===== src/source/proc_pkg.sv =====
package proc_pkg;

    localparam int xlen       = 32;
    localparam int reg_addr_w = 5;
    localparam int imem_depth = 256;
    localparam int dmem_depth = 256;
    localparam int imem_aw    = $clog2(imem_depth);
    localparam int dmem_aw    = $clog2(dmem_depth);

    // Handler entry, byte address
    localparam logic [xlen-1:0] irq_vector = 32'h300;

    // Standard RISC-V opcodes
    localparam logic [6:0] op_rtype  = 7'b0110011;
    localparam logic [6:0] op_itype  = 7'b0010011;
    localparam logic [6:0] op_lui    = 7'b0110111;
    localparam logic [6:0] op_load   = 7'b0000011;
    localparam logic [6:0] op_store  = 7'b0100011;
    localparam logic [6:0] op_branch = 7'b1100011;
    localparam logic [6:0] op_jal    = 7'b1101111;
    localparam logic [6:0] op_system = 7'b1110011;

    // Custom opcodes
    localparam logic [6:0] op_rti = 7'b0001000;
    localparam logic [6:0] op_rdi = 7'b0001010;
    localparam logic [6:0] op_snd = 7'b0001011;

    localparam logic [xlen-1:0] ecall_word = 32'h00000073;

    typedef enum logic [2:0] {
        alu_add,
        alu_sub,
        alu_and,
        alu_or,
        alu_xor,
        alu_slt,
        alu_passb
    } alu_op_t;

    typedef enum logic [1:0] {wb_alu, wb_mem, wb_pc4, wb_rdi} wb_sel_t;

    typedef enum logic [1:0] {fwd_none, fwd_mem, fwd_wb} fwd_sel_t;

endpackage

===== src/source/execute.sv =====
`timescale 1ns/1ps

module execute (
    input  logic                            clk,
    input  logic                            rst_n,
    input  logic [proc_pkg::xlen-1:0]       rd1_dec_ex,
    input  logic [proc_pkg::xlen-1:0]       rd2_dec_ex,
    input  logic [proc_pkg::xlen-1:0]       imm_dec_ex,
    input  logic [proc_pkg::reg_addr_w-1:0] rd_dec_ex,
    input  proc_pkg::alu_op_t               alu_op_dec_ex,
    input  logic                            alu_src_imm_dec_ex,
    input  logic                            reg_wr_en_dec_ex,
    input  logic                            mem_rd_en_dec_ex,
    input  logic                            mem_wr_en_dec_ex,
    input  proc_pkg::wb_sel_t               wb_sel_dec_ex,
    input  logic                            is_branch_dec_ex,
    input  logic                            branch_ne_dec_ex,
    input  logic                            is_jal_dec_ex,
    input  logic                            is_snd_dec_ex,
    input  logic [proc_pkg::xlen-1:0]       pc_dec_ex,
    input  proc_pkg::fwd_sel_t              fwd_sel_a,
    input  proc_pkg::fwd_sel_t              fwd_sel_b,
    input  logic [proc_pkg::xlen-1:0]       alu_mem,
    input  logic [proc_pkg::xlen-1:0]       wb_data,
    output logic [proc_pkg::xlen-1:0]       alu_ex_mem,
    output logic [proc_pkg::xlen-1:0]       store_data_ex_mem,
    output logic [proc_pkg::reg_addr_w-1:0] rd_ex_mem,
    output logic                            reg_wr_en_ex_mem,
    output logic                            mem_rd_en_ex_mem,
    output logic                            mem_wr_en_ex_mem,
    output proc_pkg::wb_sel_t               wb_sel_ex_mem,
    output logic [proc_pkg::xlen-1:0]       pc4_ex_mem,
    output logic                            branch_taken,
    output logic [proc_pkg::xlen-1:0]       branch_target,
    output logic                            snd,
    output logic [proc_pkg::xlen-1:0]       interface_data
);
import proc_pkg::*;

logic [xlen-1:0] rs1_val, rs2_val, op_b, alu_out;

function automatic logic [xlen-1:0] pick(
    input fwd_sel_t        sel,
    input logic [xlen-1:0] reg_val,
    input logic [xlen-1:0] mem_val,
    input logic [xlen-1:0] wb_val
);
    case (sel)
        fwd_mem: return mem_val;
        fwd_wb:  return wb_val;
        default: return reg_val;
    endcase
endfunction

assign rs1_val = pick(fwd_sel_a, rd1_dec_ex, alu_mem, wb_data);
assign rs2_val = pick(fwd_sel_b, rd2_dec_ex, alu_mem, wb_data);
assign op_b    = alu_src_imm_dec_ex ? imm_dec_ex : rs2_val;

always_comb begin
    case (alu_op_dec_ex)
        alu_sub:   alu_out = rs1_val - op_b;
        alu_and:   alu_out = rs1_val & op_b;
        alu_or:    alu_out = rs1_val | op_b;
        alu_xor:   alu_out = rs1_val ^ op_b;
        alu_slt:   alu_out = {{(xlen-1){1'b0}}, $signed(rs1_val) < $signed(op_b)};
        alu_passb: alu_out = op_b;
        default:   alu_out = rs1_val + op_b;
    endcase
end

// BNE inverts the equality test
assign branch_taken  = is_jal_dec_ex ||
                       (is_branch_dec_ex && ((rs1_val == rs2_val) ^ branch_ne_dec_ex));
assign branch_target = pc_dec_ex + imm_dec_ex;

assign snd            = is_snd_dec_ex;
assign interface_data = rs1_val;

always_ff @(posedge clk or negedge rst_n) begin
    if (!rst_n) begin
        alu_ex_mem        <= '0;
        store_data_ex_mem <= '0;
        rd_ex_mem         <= '0;
        reg_wr_en_ex_mem  <= 1'b0;
        mem_rd_en_ex_mem  <= 1'b0;
        mem_wr_en_ex_mem  <= 1'b0;
        wb_sel_ex_mem     <= wb_alu;
        pc4_ex_mem        <= '0;
    end else begin
        alu_ex_mem        <= alu_out;
        store_data_ex_mem <= rs2_val;
        rd_ex_mem         <= rd_dec_ex;
        reg_wr_en_ex_mem  <= reg_wr_en_dec_ex;
        mem_rd_en_ex_mem  <= mem_rd_en_dec_ex;
        mem_wr_en_ex_mem  <= mem_wr_en_dec_ex;
        wb_sel_ex_mem     <= wb_sel_dec_ex;
        pc4_ex_mem        <= pc_dec_ex + 32'd4;
    end
end

endmodule


===== config.mk =====
export PLATFORM = sky130hd
export DESIGN_NAME = execute
export DESIGN_NICKNAME = d
export VERILOG_FILES = /design/src/source/proc_pkg.sv /design/src/source/execute.sv
export SDC_FILE = /design/constraint.sdc
export NUM_CORES = 1
export LEC_CHECK = 0
export ABC_AREA = 1
export ABC_CLOCK_PERIOD_IN_PS = 2450
export BUFFER_PORTS_ARGS = -buffer_cell sky130_fd_sc_hd__buf_2
export CAP_MARGIN = 20
export CORE_MARGIN = 2
export CORE_UTILIZATION = 54
export DETAILED_ROUTE_END_ITERATION = 10
export PLACE_DENSITY = 0.8
export SLEW_MARGIN = 10
export SYNTH_ARGS = -nofsm -noshare
export SYNTH_HDL_FRONTEND = slang
export SYNTH_SLANG_ARGS = --single-unit

===== constraint.sdc =====
create_clock -name clk -period 2.45 [get_ports clk]
set_input_delay 0.245 -clock clk [delete_from_list [all_inputs] [get_ports clk]]
set_output_delay 0.245 -clock clk [all_outputs]
set_load 0.01 [all_outputs]

==> metrics.md, run 1 <==
| Metric | Value |
|---|---|
| GPL Wtd Cong | `1.14` |
| Tot GR Track Use | `0.925` |
| Yosys warning count | `0` |
| Register area share after synthesis | `0.197` |
| First error | `[ERROR GRT-0232] Routing congestion too high. Check the congestion heatmap in the GUI.` |
| H-tree depth | `3` |
| Asr flop ratio synth | `1.00` |
| Mapped Cells | `2175` |
| Total grt overflow | `633` |
| Largest net degree at the start of global routing | `66` |
| Mapped Area | `0.0135 mm^2` |
| Syn avg cell area | `6.19 um^2` |
| DP Area | `0.0191 mm^2` |
| Die W | `162 um` |
| Io pins | `388` |
| Stopped at | `5_1_grt` |
| Num CTS Buffers | `9` |
| Clock sink count | `106` |
| Prevailing post-synth register cell | `dfrtp_1` |
| Status | `aborted with a tool error` |
| Final HPWL DP | `55800 um` |
| Synth Register Bits | `106` |
| Die Y-Extent | `162 um` |
| Placed insts | `3278` |
| Post-synth EDFFs | `0` |
| Net Count, Synth | `2526` |
| CTS Buffer Depth | `2` |
| Starting Density | `0.552` |
| Yosys cell types | `52` |
| Site Rows | `57` |
| Clock root cell | `clkbuf_16` |
| Port bufs | `385` |
synthesized netlist by cell type (all sizes together) (5+ instances only):
library cell / instances / area share
a211oi: 9 / 0.0050
a21boi: 5 / 0.0028
a21o: 13 / 0.0072
a21oi: 137 / 0.051
a221oi: 15 / 0.0098
buf: 40 / 0.017
clkbuf: 22 / 0.0063
dfrtp: 106 / 0.20
ha: 132 / 0.12
inv: 279 / 0.078
nand2: 652 / 0.18
nand3: 203 / 0.079
nand4: 23 / 0.011
nor2: 191 / 0.059
nor3: 25 / 0.012
o2111ai: 6 / 0.0039
o21a: 9 / 0.0050
o21ai: 132 / 0.050
o21bai: 9 / 0.0050
o22ai: 17 / 0.0079
or2: 56 / 0.026
xnor2: 28 / 0.018
xor2: 44 / 0.029
layer usage:
metal	overflow	track usage
met3	30	0.826
met4	220	0.990
met2	351	1.04
met1	28	0.890
met5	4	0.572
metrics by stage:
stage | setup WS, ns | util | TNS (ns) | hold slack [ns]
4_1_cts | -0.215 | 0.885 | -2.82 | 0.00501
3_5_place_dp | -0.971 | 0.783 | -24.25 | 0.159
3_3_place_gp | -0.889 | 0.783 | -20.40 | 0.160
2_1_floorplan | -0.362 | - | -5.82 | -0.0506
cell families after synthesis:
family          after synthesis  share of synthesized area
simple gates               1157                      0.374
buf+inv                     343                      0.102
compound gates              362                      0.153
fa+ha+maj                   135                      0.127
flops                       106                      0.197
xor+xnor                     72                     0.0468
what timing repair did:
action / CTS
setup buffers: 49
hold buffers: 11
cloned: 7
hold endpoints to repair: 24
pin swaps: 129
resized for setup: 449
setup endpoints to repair: 37
==> inputs of run 2 (changes only) <==
Settings changed: CORE_UTILIZATION 54 to 40, PLACE_DENSITY 0.8 to not set, PLACE_DENSITY_LB_ADDON set to 0.15.
==> run 2 against run 1 <==
  * The flow now finishes, with violations (negative setup slack)
  * Area after synthesis did not move
  * Synthesized cell count did not move
==> metrics.md, run 2 <==
| Metric | Value |
|---|---|
| Status | `finished with violations` |
| Failing checks | `negative setup slack` |
| Post-synthesis xor/xnor area fraction | `0.0468 (unchanged)` |
| Total grt overflow | `0` |
| Net Count, Synth | `2526 (unchanged)` |
| Ordered cell list for the critical path | `buf_8 > inv_8 > ha_4 > inv_8 > buf_6 > or2_2 > nand2_2 > nand2_1 > o21ai_1 > buf_4 > inv_2 > ha_4 > buf_6 > nand2_4 > nor2_4 > a21oi_4 > o21ai_2 > buf_6 > nand3b_1 > nand2_1 > nand2_1 > nand3_2 > nand3_2` |
| Clock sink count | `106 (unchanged)` |
| Area share of fa/ha/maj cells after synthesis | `0.127 (unchanged)` |
| Commonest non-fill, non-tap cells in the layout | `556 x buf_4, 540 x nand2_1, 377 x buf_2, 197 x inv_1, 161 x nand3_1` |
| Register area share after synthesis | `0.197 (unchanged)` |
| Lkg Pwr | `0.0118 uW` |
| Io pins | `388 (unchanged)` |
| Total area of sequential cells | `0.00265 mm^2` |
| Largest family of logic cells by synthesized area | `simple AND/OR/NAND/NOR gates` |
| Post-synth top cells | `646 x nand2_1, 245 x inv_1, 197 x nand3_1` |
| Final setup violating endpoints | `30` |
| CTS Buffer Depth | `2 (unchanged)` |
| Syn avg cell area | `6.19 um^2 (unchanged)` |
| Crit end category | `flip-flop` |
| Drt drc | `0` |
| Startpoint of the worst setup timing path | `fwd_sel_b[0]` |
| Vias in the first global route | `19079` |
| Starting Density | `0.404 (-0.148)` |
| RSZ-0062 raised after global routing | `yes` |
| Die W | `187 um (+16%)` |
| Finished Cell Area | `0.0232 mm^2` |
| Number of fill cells | `2892` |
| Crit path largest cell delay | `0.31 ns` |
| Asr flop ratio synth | `1.00 (unchanged)` |
| Multi-input gate area | `0.0116 mm^2` |
| CP arrival | `3.01 ns` |
| Port bufs | `385 (unchanged)` |
| Tot GR Track Use | `0.400` |
| Final Hold Slack | `0.0583 ns` |
| Worst slew pin tran | `0.686 ns` |
| Wire length per cell | `20.6 um` |
| Pre-antenna DRT Iters | `6` |
| WP depth | `23` |
| Final WL | `74000 um` |
| Vias per Instance | `5.40` |
| Clock root cell | `clkbuf_16` |
| First-pass GRT wire length | `108000 um` |
| Mapped Area | `0.0135 mm^2 (unchanged)` |
| CTS tree | `built` |
| Post-synth EDFFs | `0 (unchanged)` |
| Hold Path Class | `input port to flip-flop` |
| Clock slew at reported path FFs | `0.08 ns` |
| Initial antenna violation count | `15` |
| H-tree depth | `3 (unchanged)` |
| Final worst path period share | `1.12` |
| Final HPWL DP | `58400 um (+4.7%)` |
| Die Y-Extent | `187 um (+16%)` |
| Dpl ws | `-1.09 ns (-0.124 ns)` |
| Final hold violations | `0` |
| Yosys warning count | `0 (unchanged)` |
| Proportion of layout cells with a drive suffix above 1 | `0.488` |
| Critical Path RT | `2.72 ns` |
| Synth area leader | `dfrtp_1` |
| F_max | `364 MHz` |
| Final slew viol count | `0` |
| Final net count | `3478` |
| Site Rows | `67 (+18%)` |
| Layout area overhead | `72.4%` |
| Post-synth top area share | `0.197 (unchanged)` |
| Largest net degree at the start of global routing | `107` |
| Final worst setup slack | `-0.295 ns` |
| Core ar. | `0.0334 mm^2` |
| Post-Synth Simple-Gate Area | `0.374 (unchanged)` |
| Clock period minus worst slack | `2.75 ns` |
| Num CTS Buffers | `9 (unchanged)` |
| Beginning of the worst hold path | `pc_dec_ex[31]` |
| Synth Area in Compound Gates | `0.153 (unchanged)` |
| Post-route setup TNS | `-5.35 ns` |
| Worst setup SP type | `input port` |
| Capture point of the critical path | `alu_ex_mem[31]$_DFF_PN0_` |
| Synth top area cells | `dfrtp_1 20%, nand2_1 18%, ha_1 12%, nand3_1 7.3%, inv_1 6.8%` |
| Worst Path Buf+Inv | `8` |
| Relative slew slack | `0.543` |
| Yosys cell types | `52 (unchanged)` |
| Post-synthesis mux area share | `0 (unchanged)` |
| Pwr per Cell Area | `564 mW/mm^2` |
| Mapped Cells | `2175 (unchanged)` |
| Synth Register Bits | `106 (unchanged)` |
| Most common cell in the netlist | `nand2_1` |
| DIE AREA | `0.0352 mm^2` |
| Prevailing post-synth register cell | `dfrtp_1` |
| Worst path top cell family by delay | `simple AND/OR/NAND/NOR gates` |
| Via count | `19377` |
| Biggest regs | `alu_ex_mem: 32 flops, pc4_ex_mem: 32 flops, store_data_ex_mem: 32 flops` |
| Worst vdd ir | `439 uV` |
| CP Class | `input port to flip-flop` |
| GPL Wtd Cong | `1.03 (-9.3%)` |
| Most common cell after layout, fill and taps aside | `buf_4` |
| ANT nets after route | `0` |
| Worst Path Max Fanout | `9` |
| DP Area | `0.0199 mm^2 (+4.0%)` |
| Max_cap viols | `0` |
| CP max-delay cell | `ha_4` |
| Initial drt markers | `1741` |
==> run 2: per-layer routing <==
| layer | up-vias | GRT usage | share of wire |
|---|---|---|---|
| li1 | 8964 | - | - |
| met1 | 9117 | 0.510 | 0.40 |
| met2 | 1050 | 0.662 | 0.46 |
| met3 | 230 | 0.0775 | 0.092 |
| met4 | 16 | 0.169 | 0.048 |
| met5 | - | 0 | 0.0014 |
==> run 2: timing repair <==
item | 4_1_cts | 5_1_grt
gates cloned | 4 | 0
buffers inserted | 41 | 28
pin swaps | 90 | 101
hold buffers | 12 | 0
endpoints found under the hold margin | 73 | 0
resized for setup | 342 | 309
setup endpoints to repair | 43 | 49
==> run 2: power breakdown <==
part           internal (uW)  leakage [uW]  total [uW]  switching, uW
clock                    719      0.000138        1630            911
sequential              1980       0.00126        2090            107
combinational           4200        0.0104        9370           5170
==> run 2: logic make-up (layout without fill, tap and decap cells) <==
kind of cell               after synthesis  in the layout
and+or+nand+nor                       1157           1157
AOI/OAI and AO/OA                      362            362
buffers and inverters                  343           1300
adders and majority gates              135            135
DFF                                    106            106
xor gates and xnor gates                72             72
other                                    0              9
==> run 2: worst min-delay path by stage <==
stage | end | slack, ns | cells past startpoint
finish | pc4_ex_mem[31]$_DFF_PN0_ | 0.06 | 2
global route | pc4_ex_mem[1]$_DFF_PN0_ | 0.06 | 2
CTS | pc4_ex_mem[1]$_DFF_PN0_ | 0.04 | 2
detailed placement | reg_wr_en_ex_mem$_DFF_PN0_ | 0.36 | 1
global placement | rd_ex_mem[1]$_DFF_PN0_ | 0.35 | 1
floorplan | alu_ex_mem[0]$_DFF_PN0_ | -0.05 | 0
==> run 2: cell type report <==
class / count / area share
repair buffers: 1003 / 0.302
inverters: 281 / 0.0468
multi-input cells: 1726 / 0.500
diodes: 9 / 0.000970
well taps: 448 / 0.0241
clock inverters: 6 / 0.00243
clock buffers: 10 / 0.00986
flip-flops and latches: 106 / 0.114
==> run 2: metrics by stage <==
step / instances / power, uW / util
2_1_floorplan: 2175 / 5440 / -
3_3_place_gp: 3482 / 9380 / 0.596
3_5_place_dp: 3482 / 9440 / 0.596
4_1_cts: 3553 / 12000 / 0.656
5_1_grt: 3586 / 13700 / 0.696
6_report: 3589 / 13100 / 0.696
Note: power is estimated with default switching activity, not from simulation.
