==> config.mk <==
export PLATFORM = sky130hd
export DESIGN_NAME = hazard
export DESIGN_NICKNAME = d
export VERILOG_FILES = /design/src/source/proc_pkg.sv /design/src/source/hazard.sv
export SDC_FILE = /design/constraint.sdc
export NUM_CORES = 1
export LEC_CHECK = 0
export ABC_AREA = 1
export BUFFER_PORTS_ARGS = -buffer_cell sky130_fd_sc_hd__buf_2
export CORE_AREA = 10 10 47 49
export DETAILED_ROUTE_END_ITERATION = 12
export DIE_AREA = 0 0 57 59
export PLACE_DENSITY = 0.84
export SYNTH_ARGS = -nofsm -noshare
export SYNTH_HDL_FRONTEND = slang
export SYNTH_SLANG_ARGS = --single-unit
export TNS_END_PERCENT = 20
==> constraint.sdc <==
create_clock -name vclk -period 2.9
set_clock_uncertainty 0.2 [all_clocks]
set_input_delay 0.58 -clock vclk [all_inputs]
set_output_delay 0.58 -clock vclk [all_outputs]
set_load 0.01 [all_outputs]
==> src/source/proc_pkg.sv <==
package proc_pkg;

    localparam int xlen       = 32;
    localparam int reg_addr_w = 5;
    localparam int imem_depth = 256;
    localparam int dmem_depth = 256;
    localparam int imem_aw    = $clog2(imem_depth);
    localparam int dmem_aw    = $clog2(dmem_depth);

    // Handler entry, byte address
    localparam logic [xlen-1:0] irq_vector = 32'h300;

    // Standard RISC-V opcodes
    localparam logic [6:0] op_rtype  = 7'b0110011;
    localparam logic [6:0] op_itype  = 7'b0010011;
    localparam logic [6:0] op_lui    = 7'b0110111;
    localparam logic [6:0] op_load   = 7'b0000011;
    localparam logic [6:0] op_store  = 7'b0100011;
    localparam logic [6:0] op_branch = 7'b1100011;
    localparam logic [6:0] op_jal    = 7'b1101111;
    localparam logic [6:0] op_system = 7'b1110011;

    // Custom opcodes
    localparam logic [6:0] op_rti = 7'b0001000;
    localparam logic [6:0] op_rdi = 7'b0001010;
    localparam logic [6:0] op_snd = 7'b0001011;

    localparam logic [xlen-1:0] ecall_word = 32'h00000073;

    typedef enum logic [2:0] {
        alu_add,
        alu_sub,
        alu_and,
        alu_or,
        alu_xor,
        alu_slt,
        alu_passb
    } alu_op_t;

    typedef enum logic [1:0] {wb_alu, wb_mem, wb_pc4, wb_rdi} wb_sel_t;

    typedef enum logic [1:0] {fwd_none, fwd_mem, fwd_wb} fwd_sel_t;

endpackage
==> src/source/hazard.sv <==
`timescale 1ns/1ps

module hazard (
    input  logic [proc_pkg::reg_addr_w-1:0] rs1_if_id,
    input  logic [proc_pkg::reg_addr_w-1:0] rs2_if_id,
    input  logic [proc_pkg::reg_addr_w-1:0] rs1_dec_ex,
    input  logic [proc_pkg::reg_addr_w-1:0] rs2_dec_ex,
    input  logic [proc_pkg::reg_addr_w-1:0] rd_dec_ex,
    input  logic                            mem_rd_en_dec_ex,
    input  logic [proc_pkg::reg_addr_w-1:0] rd_ex_mem,
    input  logic                            reg_wr_en_ex_mem,
    input  logic [proc_pkg::reg_addr_w-1:0] rd_mem_wb,
    input  logic                            reg_wr_en_mem_wb,
    output logic                            stall,
    output proc_pkg::fwd_sel_t              fwd_sel_a,
    output proc_pkg::fwd_sel_t              fwd_sel_b
);
import proc_pkg::*;

// Youngest producer wins, x0 is never forwarded
function automatic fwd_sel_t fwd_for(
    input logic [reg_addr_w-1:0] src,
    input logic [reg_addr_w-1:0] rd_mem,
    input logic                  wr_mem,
    input logic [reg_addr_w-1:0] rd_wb,
    input logic                  wr_wb
);
    if (src == '0) return fwd_none;
    if (wr_mem && rd_mem == src) return fwd_mem;
    if (wr_wb && rd_wb == src) return fwd_wb;
    return fwd_none;
endfunction

assign fwd_sel_a = fwd_for(rs1_dec_ex, rd_ex_mem, reg_wr_en_ex_mem,
                           rd_mem_wb, reg_wr_en_mem_wb);
assign fwd_sel_b = fwd_for(rs2_dec_ex, rd_ex_mem, reg_wr_en_ex_mem,
                           rd_mem_wb, reg_wr_en_mem_wb);

// Load data is not ready until memory, so hold decode for one cycle
assign stall = mem_rd_en_dec_ex && (rd_dec_ex != '0) &&
               ((rd_dec_ex == rs1_if_id) || (rd_dec_ex == rs2_if_id));

endmodule

After elaboration in Yosys (flattened, before gate mapping)
Index checks and enable logic that the tools add are counted.
{"block": "word_totals", "latch_bits": 0, "output_inout_bits": 5, "mem_bits_rw": 0, "rom_bits": 0, "ff_bits": 0, "elab_cells": 40, "mem_count": 0}
{"block": "classes", "bitwise_logic": 0, "n_addsub": 0, "n_mul": 0, "n_reduce_logical": 10, "div_mod_pow": 0, "n_shift": 0, "n_lt_le_gt_ge": 0, "n_eq_ne": 6, "mux": 24}
{"operator": "equality test 5 bit", "count": 6}
{"operator": "two-way mux 2 bit", "count": 12}
{"operator": "two-way mux 1 bit", "count": 12}
{"operator": "logical NOT 5 bit", "count": 2}
{"operator": "logical AND 1 bit", "count": 6}
{"operator": "nonzero test 5 bit", "count": 1}
{"operator": "logical OR 1 bit", "count": 1}

Depth between registers and ports, before layout
Gate-level depths: netlist of the first run.
{"block": "depth", "word_depth": 9, "depth_mapped": 6, "ltp_nobuf": 6}

Least setup slack after synthesis of the first run
No wires, ideal clock.
{"block": "synth_path", "kind": "input to output", "startpoint": "input rd_ex_mem[0] in the netlist's numbering", "endpoint": "output fwd_sel_a[1]", "stages": 5, "arrival_time_ns": 1.151, "required_time_ns": 2.120, "path_slack_ns": 0.969, "path_cell_list": "inv_1 > or2_1 > nand4_1 > nor2_1 > nor2_1"}
{"block": "synth_via", "elab_chain_cells": 7, "elab_cells_between_ends": 9, "classes_between": "eq/ne (1); mux (7); reduce/logical (1)"}
{"item": "start: declaration", "line_no": "hazard.sv:10", "source": "input logic [proc_pkg::reg_addr_w-1:0] rd_ex_mem,"}
{"item": "equality test 5 bit *", "line_no": "hazard.sv:29", "source": "if (wr_mem && rd_mem == src) return fwd_mem;"}
{"item": "logical AND 1 bit *", "line_no": "hazard.sv:29"}
{"item": "two-way mux 2 bit", "line_no": "hazard.sv:29"}
{"item": "two-way mux 2 bit", "line_no": "hazard.sv:30", "source": "if (wr_wb && rd_wb == src) return fwd_wb;"}
{"item": "two-way mux 2 bit", "line_no": "hazard.sv:31", "source": "return fwd_none;"}
{"item": "two-way mux 2 bit *", "line_no": "hazard.sv:30"}
{"item": "two-way mux 2 bit *", "line_no": "hazard.sv:29"}
{"item": "end: declaration", "line_no": "hazard.sv:15", "source": "output proc_pkg::fwd_sel_t fwd_sel_a,"}
Mark *: on every way between the ends. The rest lies on a longest branch, timed or not. The select of a mux whose other input is x is not followed.

Worst setup path in the final report of the first run
{"block": "layout_path", "startpoint": "input rs2_dec_ex[1] in the netlist's numbering", "endpoint": "output fwd_sel_b[1]"}
{"block": "layout_via", "elab_chain_cells": 8, "elab_cells_between_ends": 16, "classes_between": "eq/ne (2); mux (11); reduce/logical (3)"}
{"item": "start: declaration", "line_no": "hazard.sv:7", "source": "input logic [proc_pkg::reg_addr_w-1:0] rs2_dec_ex,"}
{"item": "equality test 5 bit", "line_no": "hazard.sv:30"}
{"item": "logical AND 1 bit", "line_no": "hazard.sv:30"}
{"item": "two-way mux 1 bit (2 in a row)", "line_no": "hazard.sv:30"}
{"item": "two-way mux 1 bit", "line_no": "hazard.sv:29"}
{"item": "two-way mux 2 bit", "line_no": "hazard.sv:31"}
{"item": "two-way mux 2 bit", "line_no": "hazard.sv:30"}
{"item": "two-way mux 2 bit *", "line_no": "hazard.sv:29"}
{"item": "end: declaration", "line_no": "hazard.sv:16", "source": "output proc_pkg::fwd_sel_t fwd_sel_b"}
Marked as above.

==> summary.txt, run 1 <==
Vias in the first global route: 796
Relative slew slack: 0.861
GR peak layer: met2
Die area: 3360 um2
Pre-CTS setup slack: 0.772 ns
Setup violators final: 0
Clkbuf count: 0
Residual DRC count: 0
Crit-path max FO: 3
Actual slew at the worst max-slew pin: 0.207 ns
GR Overflow Total: 0
# port buffers: 43
Power Total: 0.102 mW
Hold_ws: 1.29 ns
Avg Cell Area, Syn: 4.78 um2
Area growth from synthesis to layout: 41.7%
Setup bufs post-CTS: 0
Crit path kind: in2out
I/O Pins: 43
Largest net degree at the start of global routing: 5
First-pass iteration count of the detailed router: 4
Via/cell ratio: 4.50
Post-layout instance area: 800 um2
HPWL Detailed: 1790 um
Req. time, crit path: 2.12 ns
Final core occ: 0.571
Global-route wire length before repair: 3150 um
Layout cells sized above 1: 0.342
CP arrival: 1.35 ns
Switching portion of total power: 0.532
Area occupied by multi-input gates: 470 um2
Reg area: 0 um2
Synth Cell Area: 564 um2
Element type at the critical path start: input port
Yosys warnings: 0
RSZ-0062 raised after global routing: false
Inserted Diodes: 0
Mapped Nets: 156
Sequential fraction of design power: 0
Worst hold path class: in2out
Fillers: 162
Syn Inst Count: 118
Post-Route WL: 1920 um
Hold-fix buffers at CTS: 0
Worst VDD drop: 0.0568 mV
Initial Utilization: 0.403
CORE AREA: 1400 um2
Yosys cell types: 16
CP Capture Type: output pin
Status: finished clean
Seq/Total Area, Yosys: 0
Initial DRC count: 22
Final period util: 0.735
Die Ht: 59 um
Number of sequential cells: 0
Die X: 57 um
Gr usage total: 0.106
Pleak: 0.503 nW
# Max-Cap Violations: 0
Final worst slack: 0.768 ns
GP Congestion: 0.880
Met3 GRT Util: 0.0129
WL/cell: 10.8 um
Power Internal: 0.0475 mW
Combinational power share: 1.000
Fin. Hold Viols: 0
Layout Nets: 201
Initial antenna violation count: 0
Met2 usage: 0.214
FP Rows: 14
Vias: 796
Peak Freq: 469 MHz
Resize count post-CTS: 0
Grt met1 use: 0.117
Final min period: 2.13 ns
Clock Power Share: 0
Inst Count DP: 177
Placed Area: 800 um2
Antenna Nets Post-Route: 0
NetSw: 0.0541 mW
Finished Layout Cells: 177
Max-slew violations: 0
Setup_tns: 0 ns
Pwr Density: 127 nW/um2
-- power groups by stage --
stage | sequential [mW] | clock (mW) | combinational [mW]
after global placement | 0 | 0 | 0.0988
after global routing | 0 | 0 | 0.115
after detailed placement | 0 | 0 | 0.101
after floorplan | 0 | 0 | 0.0537
final | 0 | 0 | 0.102
after CTS | 0 | 0 | 0.102
-- worst paths after layout --
kind,end,from,cells after the start
min,stall,mem_rd_en_dec_ex,4
max,fwd_sel_b[1],rs2_dec_ex[1],8
-- cells by family (layout without fill, tap and decap cells) --
family | Yosys count | after routing | share of synthesized area
compound gates | 6 | 6 | 0.0621
simple gates | 77 | 77 | 0.616
xor+xnor | 10 | 10 | 0.155
buf+inv | 25 | 68 | 0.166
-- Yosys cell counts --
cell type  instances  share of area
o21a_1             1          0.013
nand3b_1           3          0.040
a21oi_1            3          0.027
nor3_2             4          0.071
or2_1              1          0.011
nand4_1            5          0.055
o211ai_1           1          0.013
nor2_1            12          0.080
nand3_1            4          0.035
xor2_1             1          0.016
nand2_1           47           0.31
xnor2_1            9           0.14
o21ai_0            1         0.0089
inv_2              8          0.053
inv_1             17           0.11
or2_0              1          0.011
-- critical path: stages --
cell     delay (ns)
buf_2          0.11
inv_1          0.09
nand3_1        0.11
nor3_2         0.18
nor2_1         0.06
nand2_1        0.06
nor2_1         0.04
buf_2          0.13
-- area by class of cell --
cell class	instances	area share
Inverter	25	0.117
Multi-Input combinational cell	93	0.588
Tap cell	16	0.0250
Timing Repair Buffer	43	0.269
-- metal layers --
metal,share of wire,wire length (um)
met4,0,0
met5,0,0
met1,0.39,752
met2,0.57,1090
met3,0.039,74
-- placed cells by master, fill, tap and decap left out --
master and instances:
nand4_1 5, o21ai_0 1, a21oi_1 3, nor2_1 12, buf_2 43, nand3_1 4
or2_0 1, inv_1 17, or2_1 1, inv_2 8, nand3b_1 3, xnor2_1 9
xor2_1 1, o211ai_1 1, nor3_2 4, o21a_1 1, nand2_1 47
Power figures use the tool's default switching activity.
==> run 2, diff against run 1 <==
ABC_AREA = 0   (was 1)
PLACE_DENSITY = 0.76   (was 0.84)
clock period = 1.8 ns   (was 2.9 ns; I/O delays follow)
==> run 2 against run 1 <==
  * The run now ends with negative setup slack left
  * Sequential cell count unchanged
  * Hold slack got worse by 0.42 ns
  * Non-clock buffer count increased by 12
  * Worst setup slack got worse by 0.92 ns
  * Global-route usage decreased by 1.3 points
==> summary.txt, run 2 <==
Status: finished, violations left
Failing checks: negative setup slack
Via/cell ratio: 4.68 (+4.0%)
Worst path most repeated cell: buf_2
Die X: 57 um (unchanged)
Largest net degree at the start of global routing: 4 (-1)
Number of sequential cells: 0 (unchanged)
Final min period: 1.95 ns
Synth Area in Adders: 0 (unchanged)
Max layer used: met4
NetSw: 0.0774 mW (+43%)
Avg Cell Area, Syn: 8.03 um2 (+68%)
HPWL Detailed: 1560 um (-13%)
Worst hold path class: in2out
Worst VDD drop: 0.108 mV (+90%)
Power Internal: 0.104 mW (+120%)
Final core occ: 0.588 (+0.0170)
Synth Area in Compound Gates: 0.0235 (-0.0386)
GR Overflow Total: 0 (unchanged)
Die area: 3360 um2 (unchanged)
Actual slew at the worst max-slew pin: 0.229 ns (+0.0220 ns)
Initial antenna violation count: 0 (unchanged)
Vias in the first global route: 681 (-14%)
Synth top cells by count: xnor2_1 (16), xor2_1 (14), nand3_1 (4)
Crit-path max FO: 3 (unchanged)
Sequential fraction of design power: 0 (unchanged)
First-pass iteration count of the detailed router: 4 (unchanged)
Yosys cell types: 14 (-2)
Fillers: 134 (-17%)
Crit path kind: in2out
Inst Count DP: 122 (-31%)
Largest family of logic cells by synthesized area: XOR/XNOR gates
Top cell type's share of synthesized area: 0.329 (+0.0168)
GP Congestion: 0.879 (about the same)
Xor/xnor share of the synthesized area: 0.618 (+0.462)
Pre-CTS setup slack: -0.202 ns (-0.974 ns)
RSZ-0062 raised after global routing: true
Switching portion of total power: 0.428 (-0.105)
FP Rows: 14 (unchanged)
Pleak: 0.386 nW (-23%)
# Max-Cap Violations: 0 (unchanged)
Pwr Density: 220 nW/um2 (+73%)
Global-route wire length before repair: 2750 um (-13%)
Initial Utilization: 0.304 (-0.0991)
Syn Inst Count: 53 (-55%)
Yosys warnings: 0 (unchanged)
Initial DRC count: 3 (-86%)
Post-Synth Simple-Gate Area: 0.359 (-0.258)
Multiplexer share of the synthesized area: 0 (unchanged)
Area leader, netlist: xnor2_1
Element type at the critical path start: input port
Setup violators final: 5 (+5)
WL/cell: 14.3 um (+32%)
Inserted Diodes: 0 (unchanged)
Vias: 580 (-27%)
Peak Freq: 513 MHz
Fin. Hold Viols: 0 (unchanged)
Reg area: 0 um2 (unchanged)
Die Ht: 59 um (unchanged)
Residual DRC count: 0 (unchanged)
Mapped Nets: 91 (-42%)
CP Capture Type: output pin
CP arrival: 1.39 ns (+0.04 ns)
Metal1 wirelength: 706 um (-6.1%)
Clock Power Share: 0 (unchanged)
Layout cells sized above 1: 0.593 (+0.251)
# port buffers: 43 (unchanged)
Met3 Wirelength: 85 um (+15%)
Finished Layout Cells: 124 (-30%)
Max-slew violations: 0 (unchanged)
Antenna Nets Post-Route: 0 (unchanged)
Most frequent cells in the layout: buf_2 (36), xnor2_1 (16), xor2_1 (13), buf_4 (13), buf_6 (5)
Relative slew slack: 0.846 (-0.0152)
Clkbuf count: 0 (unchanged)
Post-Route WL: 1770 um (-7.7%)
Critical Path Slowest Stage Cell: nor4b_4
Final worst slack: -0.150 ns (-0.918 ns)
Final period util: 1.08
Met2 wire length: 953 um (-12%)
Combinational power share: 1.000 (about the same)
Area contributors post-synth: xnor2_1 (33%), xor2_1 (29%), nor4b_2 (7.1%)
I/O Pins: 43 (unchanged)
Hold_ws: 0.873 ns (-0.422 ns)
CORE AREA: 1400 um2 (unchanged)
Req. time, crit path: 1.24 ns (-0.88 ns)
Area growth from synthesis to layout: 93.5%
Layout Nets: 148 (-26%)
Seq/Total Area, Yosys: 0 (unchanged)
Max stage delay on crit path: 0.27 ns (+0.09 ns)
Most common cell after layout, fill and taps aside: buf_2
Most common cell in the netlist: xnor2_1
Gr usage total: 0.0929 (-0.0128)
Synth Cell Area: 425 um2 (-25%)
Hold-fix buffers at CTS: 0 (unchanged)
CP cell instances: buf_2 > buf_4 > xnor2_1 > nand4_1 > nor4b_4 > buf_2
[run 2: kinds of logic (layout without fill, tap and decap cells)]
| family | count (synthesis) | in the layout |
|---|---|---|
| xor gates and xnor gates | 30 | 30 |
| and+or+nand+nor | 21 | 21 |
| buffers and inverters | 0 | 55 |
| AOI/OAI and AO/OA | 2 | 2 |
[run 2: power by group through the flow]
| stage | Clock, mW | Combinational, mW | Sequential (mW) |
|---|---|---|---|
| floorplan | 0 | 0.0670 | 0 |
| global placement | 0 | 0.155 | 0 |
| detailed placement | 0 | 0.160 | 0 |
| CTS | 0 | 0.168 | 0 |
| global route | 0 | 0.197 | 0 |
| finish | 0 | 0.181 | 0 |
[run 2: path summary, 6_finish.rpt]
kind                         start            to  slack, ns  depth (start not counted)
setup / recovery     rs2_dec_ex[4]  fwd_sel_b[1]      -0.15                          6
hold / removal    reg_wr_en_mem_wb  fwd_sel_a[1]       0.87                          4
[run 2: critical path: cells and delay by family]
| family | cells | cell delay [ns] |
|---|---|---|
| xor gates and xnor gates | 1 | 0.17 |
| buffers and inverters | 3 | 0.42 |
| and+or+nand+nor | 2 | 0.44 |
[run 2: layout make-up]
class,instances,area (um2),area share
Tap cell,16,20.0,0.0243
Timing Repair Buffer,55,349,0.424
Multi-Input combinational cell,53,454,0.552
[run 2: routing by layer]
layer / up-vias / GRT usage
met3: 2 / 0.0129
met2: 25 / 0.171
met4: 0 / 0.0201
met5: - / 0
met1: 259 / 0.110
li1: 294 / -
[run 2: repair_timing]
| action | CTS | global route |
|---|---|---|
| gates resized for setup | 6 | 8 |
| endpoints found under the setup margin | 5 | 5 |
| setup buffers | 0 | 2 |
| pin swaps | 7 | 3 |
[run 2: through the flow]
stage                     setup TNS (ns)  area (um2)  total power [mW]
after floorplan                        0         425            0.0670
after global placement            -0.496         736             0.155
after detailed placement          -0.762         736             0.160
after CTS                         -0.497         769             0.168
after global routing              -0.832         823             0.197
final                             -0.505         823             0.181
