**config.mk**
```make
export PLATFORM = sky130hd
export DESIGN_NAME = decode
export DESIGN_NICKNAME = d
export VERILOG_FILES = /design/src/source/proc_pkg.sv /design/src/source/decode.sv
export SDC_FILE = /design/constraint.sdc
export NUM_CORES = 2
export LEC_CHECK = 0
export BUFFER_PORTS_ARGS = -buffer_cell sky130_fd_sc_hd__buf_2
export CAP_MARGIN = 20
export CORE_ASPECT_RATIO = 1.25
export CORE_MARGIN = 2
export CORE_UTILIZATION = 30
export DETAILED_ROUTE_END_ITERATION = 8
export PLACE_DENSITY = 0.56
export SETUP_SLACK_MARGIN = 0.4
export SLEW_MARGIN = 20
export SYNTH_ARGS = -nofsm -noshare
export SYNTH_HDL_FRONTEND = slang
export SYNTH_SLANG_ARGS = --single-unit
```
**constraint.sdc**
```tcl
create_clock -name clk -period 2.2 [get_ports clk]
set_input_delay 0.33 -clock clk [delete_from_list [all_inputs] [get_ports clk]]
set_output_delay 0.33 -clock clk [all_outputs]
set_load 0.005 [all_outputs]
```
**src/source/proc_pkg.sv**
```systemverilog
package proc_pkg;

    localparam int xlen       = 32;
    localparam int reg_addr_w = 5;
    localparam int imem_depth = 256;
    localparam int dmem_depth = 256;
    localparam int imem_aw    = $clog2(imem_depth);
    localparam int dmem_aw    = $clog2(dmem_depth);

    // Handler entry, byte address
    localparam logic [xlen-1:0] irq_vector = 32'h300;

    // Standard RISC-V opcodes
    localparam logic [6:0] op_rtype  = 7'b0110011;
    localparam logic [6:0] op_itype  = 7'b0010011;
    localparam logic [6:0] op_lui    = 7'b0110111;
    localparam logic [6:0] op_load   = 7'b0000011;
    localparam logic [6:0] op_store  = 7'b0100011;
    localparam logic [6:0] op_branch = 7'b1100011;
    localparam logic [6:0] op_jal    = 7'b1101111;
    localparam logic [6:0] op_system = 7'b1110011;

    // Custom opcodes
    localparam logic [6:0] op_rti = 7'b0001000;
    localparam logic [6:0] op_rdi = 7'b0001010;
    localparam logic [6:0] op_snd = 7'b0001011;

    localparam logic [xlen-1:0] ecall_word = 32'h00000073;

    typedef enum logic [2:0] {
        alu_add,
        alu_sub,
        alu_and,
        alu_or,
        alu_xor,
        alu_slt,
        alu_passb
    } alu_op_t;

    typedef enum logic [1:0] {wb_alu, wb_mem, wb_pc4, wb_rdi} wb_sel_t;

    typedef enum logic [1:0] {fwd_none, fwd_mem, fwd_wb} fwd_sel_t;

endpackage
```
**src/source/decode.sv**
```systemverilog
`timescale 1ns/1ps

module decode (
    input  logic                            clk,
    input  logic                            rst_n,
    input  logic [proc_pkg::xlen-1:0]       inst_fe_dec,
    input  logic [proc_pkg::xlen-1:0]       pc_fe_dec,
    input  logic                            valid_fe_dec,
    input  logic                            stall,
    input  logic                            flush,
    input  logic                            wb_en,
    input  logic [proc_pkg::reg_addr_w-1:0] wb_reg,
    input  logic [proc_pkg::xlen-1:0]       wb_data,
    output logic [proc_pkg::xlen-1:0]       rd1_dec_ex,
    output logic [proc_pkg::xlen-1:0]       rd2_dec_ex,
    output logic [proc_pkg::xlen-1:0]       imm_dec_ex,
    output logic [proc_pkg::reg_addr_w-1:0] rs1_dec_ex,
    output logic [proc_pkg::reg_addr_w-1:0] rs2_dec_ex,
    output logic [proc_pkg::reg_addr_w-1:0] rd_dec_ex,
    output proc_pkg::alu_op_t               alu_op_dec_ex,
    output logic                            alu_src_imm_dec_ex,
    output logic                            reg_wr_en_dec_ex,
    output logic                            mem_rd_en_dec_ex,
    output logic                            mem_wr_en_dec_ex,
    output proc_pkg::wb_sel_t               wb_sel_dec_ex,
    output logic                            is_branch_dec_ex,
    output logic                            branch_ne_dec_ex,
    output logic                            is_jal_dec_ex,
    output logic                            is_snd_dec_ex,
    output logic [proc_pkg::xlen-1:0]       pc_dec_ex,
    output logic [proc_pkg::reg_addr_w-1:0] rs1_if_id,
    output logic [proc_pkg::reg_addr_w-1:0] rs2_if_id,
    output logic                            rti
);
import proc_pkg::*;

logic [xlen-1:0] regs [32];
logic [xlen-1:0] rs1_val, rs2_val, imm;
logic [6:0]      opcode;
logic [2:0]      funct3;
alu_op_t         alu_op;
wb_sel_t         wb_sel;
logic            legal, alu_src_imm, reg_wr_en, mem_rd_en, mem_wr_en;
logic            is_branch, is_jal, is_snd;
logic            stop, kill;

assign opcode    = inst_fe_dec[6:0];
assign funct3    = inst_fe_dec[14:12];
assign rs1_if_id = inst_fe_dec[19:15];
assign rs2_if_id = inst_fe_dec[24:20];

// Same-cycle writeback is bypassed into the read
assign rs1_val = (rs1_if_id == '0) ? '0 :
                 (wb_en && wb_reg == rs1_if_id) ? wb_data : regs[rs1_if_id];
assign rs2_val = (rs2_if_id == '0) ? '0 :
                 (wb_en && wb_reg == rs2_if_id) ? wb_data : regs[rs2_if_id];

always_ff @(posedge clk or negedge rst_n) begin
    if (!rst_n) begin
        for (int i = 0; i < 32; i++) begin
            regs[i] <= '0;
        end
    end else if (wb_en && wb_reg != '0) begin
        regs[wb_reg] <= wb_data;
    end
end

always_comb begin
    legal       = 1'b1;
    alu_op      = alu_add;
    alu_src_imm = 1'b0;
    reg_wr_en   = 1'b0;
    mem_rd_en   = 1'b0;
    mem_wr_en   = 1'b0;
    wb_sel      = wb_alu;
    is_branch   = 1'b0;
    is_jal      = 1'b0;
    is_snd      = 1'b0;
    imm         = {{20{inst_fe_dec[31]}}, inst_fe_dec[31:20]};
    case (opcode)
        op_rtype: begin
            reg_wr_en = 1'b1;
            case (funct3)
                3'b000: alu_op = inst_fe_dec[30] ? alu_sub : alu_add;
                3'b010: alu_op = alu_slt;
                3'b100: alu_op = alu_xor;
                3'b110: alu_op = alu_or;
                3'b111: alu_op = alu_and;
                default: legal = 1'b0;
            endcase
        end
        op_itype: begin
            reg_wr_en   = 1'b1;
            alu_src_imm = 1'b1;
            legal       = (funct3 == 3'b000);
        end
        op_lui: begin
            reg_wr_en   = 1'b1;
            alu_src_imm = 1'b1;
            alu_op      = alu_passb;
            imm         = {inst_fe_dec[31:12], 12'b0};
        end
        op_load: begin
            reg_wr_en   = 1'b1;
            alu_src_imm = 1'b1;
            mem_rd_en   = 1'b1;
            wb_sel      = wb_mem;
            legal       = (funct3 == 3'b010);
        end
        op_store: begin
            alu_src_imm = 1'b1;
            mem_wr_en   = 1'b1;
            imm         = {{20{inst_fe_dec[31]}}, inst_fe_dec[31:25], inst_fe_dec[11:7]};
            legal       = (funct3 == 3'b010);
        end
        op_branch: begin
            is_branch = 1'b1;
            imm       = {{20{inst_fe_dec[31]}}, inst_fe_dec[7], inst_fe_dec[30:25],
                         inst_fe_dec[11:8], 1'b0};
            legal     = (funct3[2:1] == 2'b00);
        end
        op_jal: begin
            is_jal    = 1'b1;
            reg_wr_en = 1'b1;
            wb_sel    = wb_pc4;
            imm       = {{12{inst_fe_dec[31]}}, inst_fe_dec[19:12], inst_fe_dec[20],
                         inst_fe_dec[30:21], 1'b0};
        end
        // ECALL travels as pc4 select with no write, the halt marker
        op_system: begin
            wb_sel = wb_pc4;
            legal  = (inst_fe_dec == ecall_word);
        end
        op_rdi: begin
            reg_wr_en = 1'b1;
            wb_sel    = wb_rdi;
        end
        op_snd: is_snd = 1'b1;
        op_rti: legal = 1'b0;
        default: legal = 1'b0;
    endcase
end

// Nothing younger than an ECALL may leave decode
always_ff @(posedge clk or negedge rst_n) begin
    if (!rst_n) stop <= 1'b0;
    else if (valid_fe_dec && inst_fe_dec == ecall_word && !stall && !flush) stop <= 1'b1;
end

assign rti  = valid_fe_dec && opcode == op_rti && !stall && !stop;
assign kill = !valid_fe_dec || !legal || stall || flush || stop;

always_ff @(posedge clk or negedge rst_n) begin
    if (!rst_n) begin
        reg_wr_en_dec_ex <= 1'b0;
        mem_rd_en_dec_ex <= 1'b0;
        mem_wr_en_dec_ex <= 1'b0;
        wb_sel_dec_ex    <= wb_alu;
        is_branch_dec_ex <= 1'b0;
        is_jal_dec_ex    <= 1'b0;
        is_snd_dec_ex    <= 1'b0;
    end else begin
        reg_wr_en_dec_ex <= reg_wr_en & ~kill;
        mem_rd_en_dec_ex <= mem_rd_en & ~kill;
        mem_wr_en_dec_ex <= mem_wr_en & ~kill;
        wb_sel_dec_ex    <= kill ? wb_alu : wb_sel;
        is_branch_dec_ex <= is_branch & ~kill;
        is_jal_dec_ex    <= is_jal & ~kill;
        is_snd_dec_ex    <= is_snd & ~kill;
    end
end

always_ff @(posedge clk) begin
    rd1_dec_ex         <= rs1_val;
    rd2_dec_ex         <= rs2_val;
    imm_dec_ex         <= imm;
    rs1_dec_ex         <= rs1_if_id;
    rs2_dec_ex         <= rs2_if_id;
    rd_dec_ex          <= inst_fe_dec[11:7];
    alu_op_dec_ex      <= alu_op;
    alu_src_imm_dec_ex <= alu_src_imm;
    branch_ne_dec_ex   <= funct3[0];
    pc_dec_ex          <= pc_fe_dec;
end

endmodule

```
== Yosys cells after proc, flatten, opt, wreduce, memory -nomap -nowiden ==
Cells that the tools add are included.

* Register bits after elaboration: 1181
* Bits of input ports: 107

* Order comparisons: 4
* Equality and inequality tests: 18
* Muxes and demuxes: 26
* Bitwise operators: 10
* Reduce and logical (&&, ||, !) cells: 30

{| class="wikitable"
|+ Operators with widths
! cell !! count
|-
| $bwmux 1024 || 1
|-
| $bmux 32 s5 || 2
|-
| $mux 32 || 7
|-
| $demux 32 s5 || 1
|-
| $pmux 31 s4 || 1
|-
| $eq 32x7->1 const B || 1
|-
| $eq 7x4->1 const B || 3
|-
| $eq 7x6->1 const B || 3
|-
| $eq 7x7->1 const B || 3
|-
| $ge 6x6->1 const B || 3
|-
| $not 5->6 || 3
|-
| $pmux 3 s5 || 1
|-
| $eq 5x5->1 || 2
|-
| $logic_and 1x1->1 || 10
|-
| $logic_not 5->1 || 2
|-
| $eq 3x3->1 const B || 3
|-
| $mux 1 || 9
|-
| $reduce_or 4->1 || 2
|-
| $eq 7x2->1 const B || 1
|-
| $eq 7x5->1 const B || 1
|-
| $and 1x1->1 || 6
|-
| $lt 6x1->1 const B || 1
|-
| $pmux 1 s6 || 1
|-
| $pmux 2 s3 || 1
|-
| 12 further kinds || 20
|}

== Longest topological paths before layout ==
* Word-level depth: 11
* Depth in mapped cells: 9
* Depth with buffers taken out: 5

== Least setup slack after synthesis ==
No wires, ideal clock.

* Kind: input-to-reg
* From: in inst_fe_dec[20] (netlist bit)
* To: reg rd2_dec_ex[5] (netlist bit)
* Setup time: 0.122 ns
* Data arrival time: 2.130 ns
* Data required time: 2.078 ns
* Setup slack: -0.051 ns
* Cell stages on the path: 7
* Path buffers: 3
* Cells stage by stage: buf_2 > buf_2 > buf_2 > mux4_2 > a21boi_0 > o22ai_1 > a221o_1

* Cells in the longest elaborated chain, start to end: 5
* Elaborated cells on any way between the ends: 8

{| class="wikitable"
|+ RTL lines
! element !! RTL line !! source
|-
| start, declared || decode.sv:6 || <nowiki>input logic [proc_pkg::xlen-1:0] inst_fe_dec,</nowiki>
|-
| $not 5->6 (implied by the code) || decode.sv:56 || <nowiki>(wb_en && wb_reg == rs2_if_id) ? wb_data : regs[rs2_if_id];</nowiki>
|-
| $bmux 32 s5 || decode.sv:56 ||
|-
| $mux 32 (implied by the code) (2 in series) || decode.sv:56 ||
|-
| $mux 32 || decode.sv:56 ||
|-
| end signal, assigned || decode.sv:175 || <nowiki>rd2_dec_ex <= rs2_val;</nowiki>
|-
| end, declared || decode.sv:15 || <nowiki>output logic [proc_pkg::xlen-1:0] rd2_dec_ex,</nowiki>
|}

Several ways; a longest one is shown, not always the timed one. The select of a mux whose other input is x is not followed.
A chain may end at the register's enable or synchronous reset.

== Final worst setup path ==
* From: in inst_fe_dec[2] (netlist bit)
* To: out rti

* Cells in the longest elaborated chain, start to end: 4

{| class="wikitable"
|+ RTL lines
! element !! RTL line !! source
|-
| $eq 7x4->1 || decode.sv:150 || <nowiki>assign rti = valid_fe_dec && opcode == op_rti && !stall && !stop;</nowiki>
|-
| $logic_and 1x1->1 (3 in series) || decode.sv:150 ||
|-
| end, declared || decode.sv:33 || <nowiki>output logic rti</nowiki>
|}

No other way between the ends.

==> impl_metrics.py <==
metrics = {
    "logic_synthesis": {
        "ys_top_cells_by_area": "dfrtp_1 (44%), mux2_2 (19%), mux4_2 (15%), dfxtp_1 (5.1%), mux2i_1 (4.4%)",
        "synth_seq_cells": 1181,
        "synth_cell_types": 56,
        "yosysTopAreaCellShare": 0.4413,
        "synthArstFlopShare": 0.8747,
        "syn_area_per_cell_um2": 14.36,
        "synth.cell_area_um2": 58580,
        "yosys.area.top_type": "dfrtp_1",
        "ys_warn_count": 0,
        "synth_nets": 4186,
        "synthCells": 4079,
        "synthFlopType": "dfrtp_1",
        "synth-edff-count": 0,
        "ys_seq_area_frac": 0.4919,
    },
    "worst_setup_path": {
        "critPathMaxStageDelay_ns": 0.44,
        "arrival_ns": 1.56,
        "cpMostUsedCell": "buf_2",
        "crit_slowest_cell": "or3_1",
        "cp_top_family": "simple AND/OR/NAND/NOR gates",
        "critPathLaunch": "inst_fe_dec[2]",
        "cp_cell_sequence": "buf_2 > or3_1 > nor3_2 > nor4b_2 > buf_2",
        "cp_max_fo": 5,
        "start_kind": "primary input",
        "cp-end-kind": "output port",
        "worstSetupPathDepth": 5,
        "setup.worst_path.end": "rti",
        "required_ns": 1.87,
        "cp.buffers_inverters": 2,
        "reg2reg_slack_ns": 0.39,
        "reg2reg_depth": 5,
        "timing.rr.start": "regs[812]",
        "r2r-end": "rd2_dec_ex[12]",
        "crit_type": "in -> out",
    },
    "clocking": {
        "cts.clk_slew.worst_paths_ns": 0.06,
        "worstSkewPairLatency_ns": 0.82,
        "numCtsBuffers": 133,
        "clock_sinks": 1181,
        "cts_buffer_depth": 3,
        "clock-root-buffer": "clkbuf_16",
        "cts_max_level": 4,
        "tritoncts": "done",
    },
    "drt": {
        "ant_nets": 0,
        "wire_per_inst_um": 30.96,
        "drtPass1Iterations": 5,
        "drc": 0,
        "vias_per_cell": 5.726,
        "wl_um": 223200,
        "vias": 41270,
        "first_iter_violations": 3815,
    },
    "place": {
        "globalplace.congestion": 0.8486,
        "io_buffers": 273,
        "hpwl_um": 145300,
    },
    "power": {
        "peakVddDrop_uv": 749.9,
        "powerDensity_nw_per_um2": 888.5,
        "power_leakage_nw": 31.68,
    },
    "grt": {
        "grt_pass1_wl_um": 318900,
        "grt_pass1_vias": 42070,
        "antenna_found_initial": 26,
        "grt_max_degree": 106,
        "grtUsageTotal": 0.2221,
        "overflow": 0,
    },
    "job": {
        "drv_cap": 0,
    },
    "timing": {
        "finalSetupTns_ns": 0,
        "rsz0062_at_grt": "yes",
        "worst_pin_slew_ns": 0.9213,
        "fmax_mhz": 529.3,
        "finalSetupViolCount": 0,
        "layout_min_cycle_time_ns": 1.889,
        "finalHoldViolCount": 0,
        "hold_slack_ns": 0.04299,
        "slew_headroom": 0.3811,
        "fin_crit_sh": 0.8587,
        "finalClockSkew_ns": 0.03779,
        "maxSlewViolCount": 0,
    },
    "hold_path": {
        "hp-class": "in -> reg",
    },
    "floorplanning": {
        "die_width_um": 399.2,
        "die_h_um": 498.0,
        "core-area_um2": 194300,
        "floorplan.rows": 181,
        "dieArea_um2": 198800,
        "io_pins": 274,
        "initial_core_util": 0.3015,
    },
    "layout": {
        "fin_nets": 4637,
        "final_util": 0.3735,
        "syn2layout_area_growth_pct": 23.89,
        "drive_gt1_frac": 0.5199,
    },
    "outcome": {
        "status": "completed",
    },
}
[synth_stat cells, types with 2 or more instances]
library cell,number
a22o_1,50
nand2_1,66
a22oi_1,83
clkbuf_1,299
o21ai_0,16
o21bai_1,21
buf_1,63
or3b_2,3
and2_1,5
dfxtp_1,148
a21o_1,21
buf_4,12
mux2i_1,256
nor2b_1,11
nor4_1,6
a21boi_0,23
a221o_1,21
nor2_1,53
a221oi_1,43
mux2_2,994
a21oi_1,76
nor3b_1,4
nor3_1,28
or2_2,5
nand4_1,2
nand3_1,11
mux4_2,394
o221ai_1,33
nand3b_1,6
xnor2_1,7
nand2b_1,8
inv_1,21
and3_1,2
o22ai_1,74
a211oi_1,59
or3_1,5
xor2_1,4
buf_2,87
a32o_1,9
o31ai_1,2
dfrtp_1,1033
[worst min path at each step]
stage | cells after the start | slack [ns] | end | start
4_1_cts | 4 | 0.003 | alu_op_dec_ex[0] | inst_fe_dec[5]
2_1_floorplan | 0 | 0.03 | is_branch_dec_ex | rst_n
3_5_place_dp | 1 | 0.24 | regs[630] | rst_n
6_report | 3 | 0.04 | rd2_dec_ex[10] | wb_data[10]
3_3_place_gp | 1 | 0.25 | regs[630] | rst_n
5_1_grt | 2 | 0.04 | rd1_dec_ex[9] | wb_data[9]
[through the flow]
stage | instance area [um2] | cells | total power [W] | setup WS, ns
floorplan | 59270 | 4079 | 0.03614 | 0.1955
global placement | 66950 | 6872 | 0.04051 | -0.3384
detailed placement | 66950 | 6872 | 0.04089 | -0.3190
CTS | 72470 | 7200 | 0.06480 | 0.2180
global route | 72560 | 7205 | 0.06707 | 0.2301
finish | 72570 | 7208 | 0.06448 | 0.3108
[flip-flops by register name, indices dropped and copies added (netlist names), 2 cells and up]
register	flops
regs	1024
imm_dec_ex	32
pc_dec_ex	32
rd1_dec_ex	32
rd2_dec_ex	32
rd_dec_ex	5
rs1_dec_ex	5
rs2_dec_ex	5
alu_op_dec_ex	3
wb_sel_dec_ex	2
[tightest hold or removal path: cells and delay by family]
kind | cells | cell delay (ns)
buf+inv | 1 | 0.20
compound gates | 1 | 0.19
simple gates | 1 | 0.07
[power by group]
part           switching (W)  total [W]  internal [W]  leakage, nW
Clock                0.00985     0.0236        0.0138         2.25
Sequential           0.00310     0.0287        0.0256         14.5
Combinational        0.00500     0.0122       0.00718         14.9
[layout by cell type (no fill, tap or decap), types with 75 or more instances in the layout]
cell type      netlist  layout
mux4_2             394     394
dfrtp_1           1033    1033
mux2_2             994     994
buf_4               12     259
buf_12               0     169
clkbuf_16            0     137
mux2i_1            256     256
buf_2               87     263
dlygate4sd3_1        0      81
dfxtp_1            148     121
a21oi_1             76      75
a22oi_1             83      83
[final cells by class]
class	instances	area [um2]
Tap cell	2562	3206
Clock buffer	200	3925
Multi-Input combinational cell	2415	28270
Sequential cell	1181	28860
Timing Repair Buffer	777	7530
Inverter	22	83.83
Antenna cell	5	12.51
Clock inverter	46	684.4
Fill cell	18370	121700
[timing repair]
action                                 CTS  global route
hold buffers                            81             0
buffers inserted                         1             3
pin swaps                                2            10
endpoints found under the hold margin  797             0
setup endpoints to repair               35            20
resized for setup                       43            14
[per-layer routing]
layer | vias to the layer above | wire (um) | global-route usage | part of all wire
li1 | 16570 | - | - | -
met1 | 22330 | 93790 | 0.3006 | 0.42
met2 | 1897 | 103800 | 0.3516 | 0.47
met4 | 22 | 8253 | 0.07948 | 0.037
met3 | 451 | 17200 | 0.04487 | 0.077
met5 | - | 147 | 0 | 0.00066
[logic make-up after synthesis]
| kind of cell | synth area share |
|---|---|
| mux | 0.3863 |
| flops | 0.4919 |
| buf+inv | 0.03358 |
| xor+xnor | 0.001645 |
| simple gates | 0.01893 |
| compound gates | 0.06765 |
No activity file was read; power rests on OpenSTA's default activity.
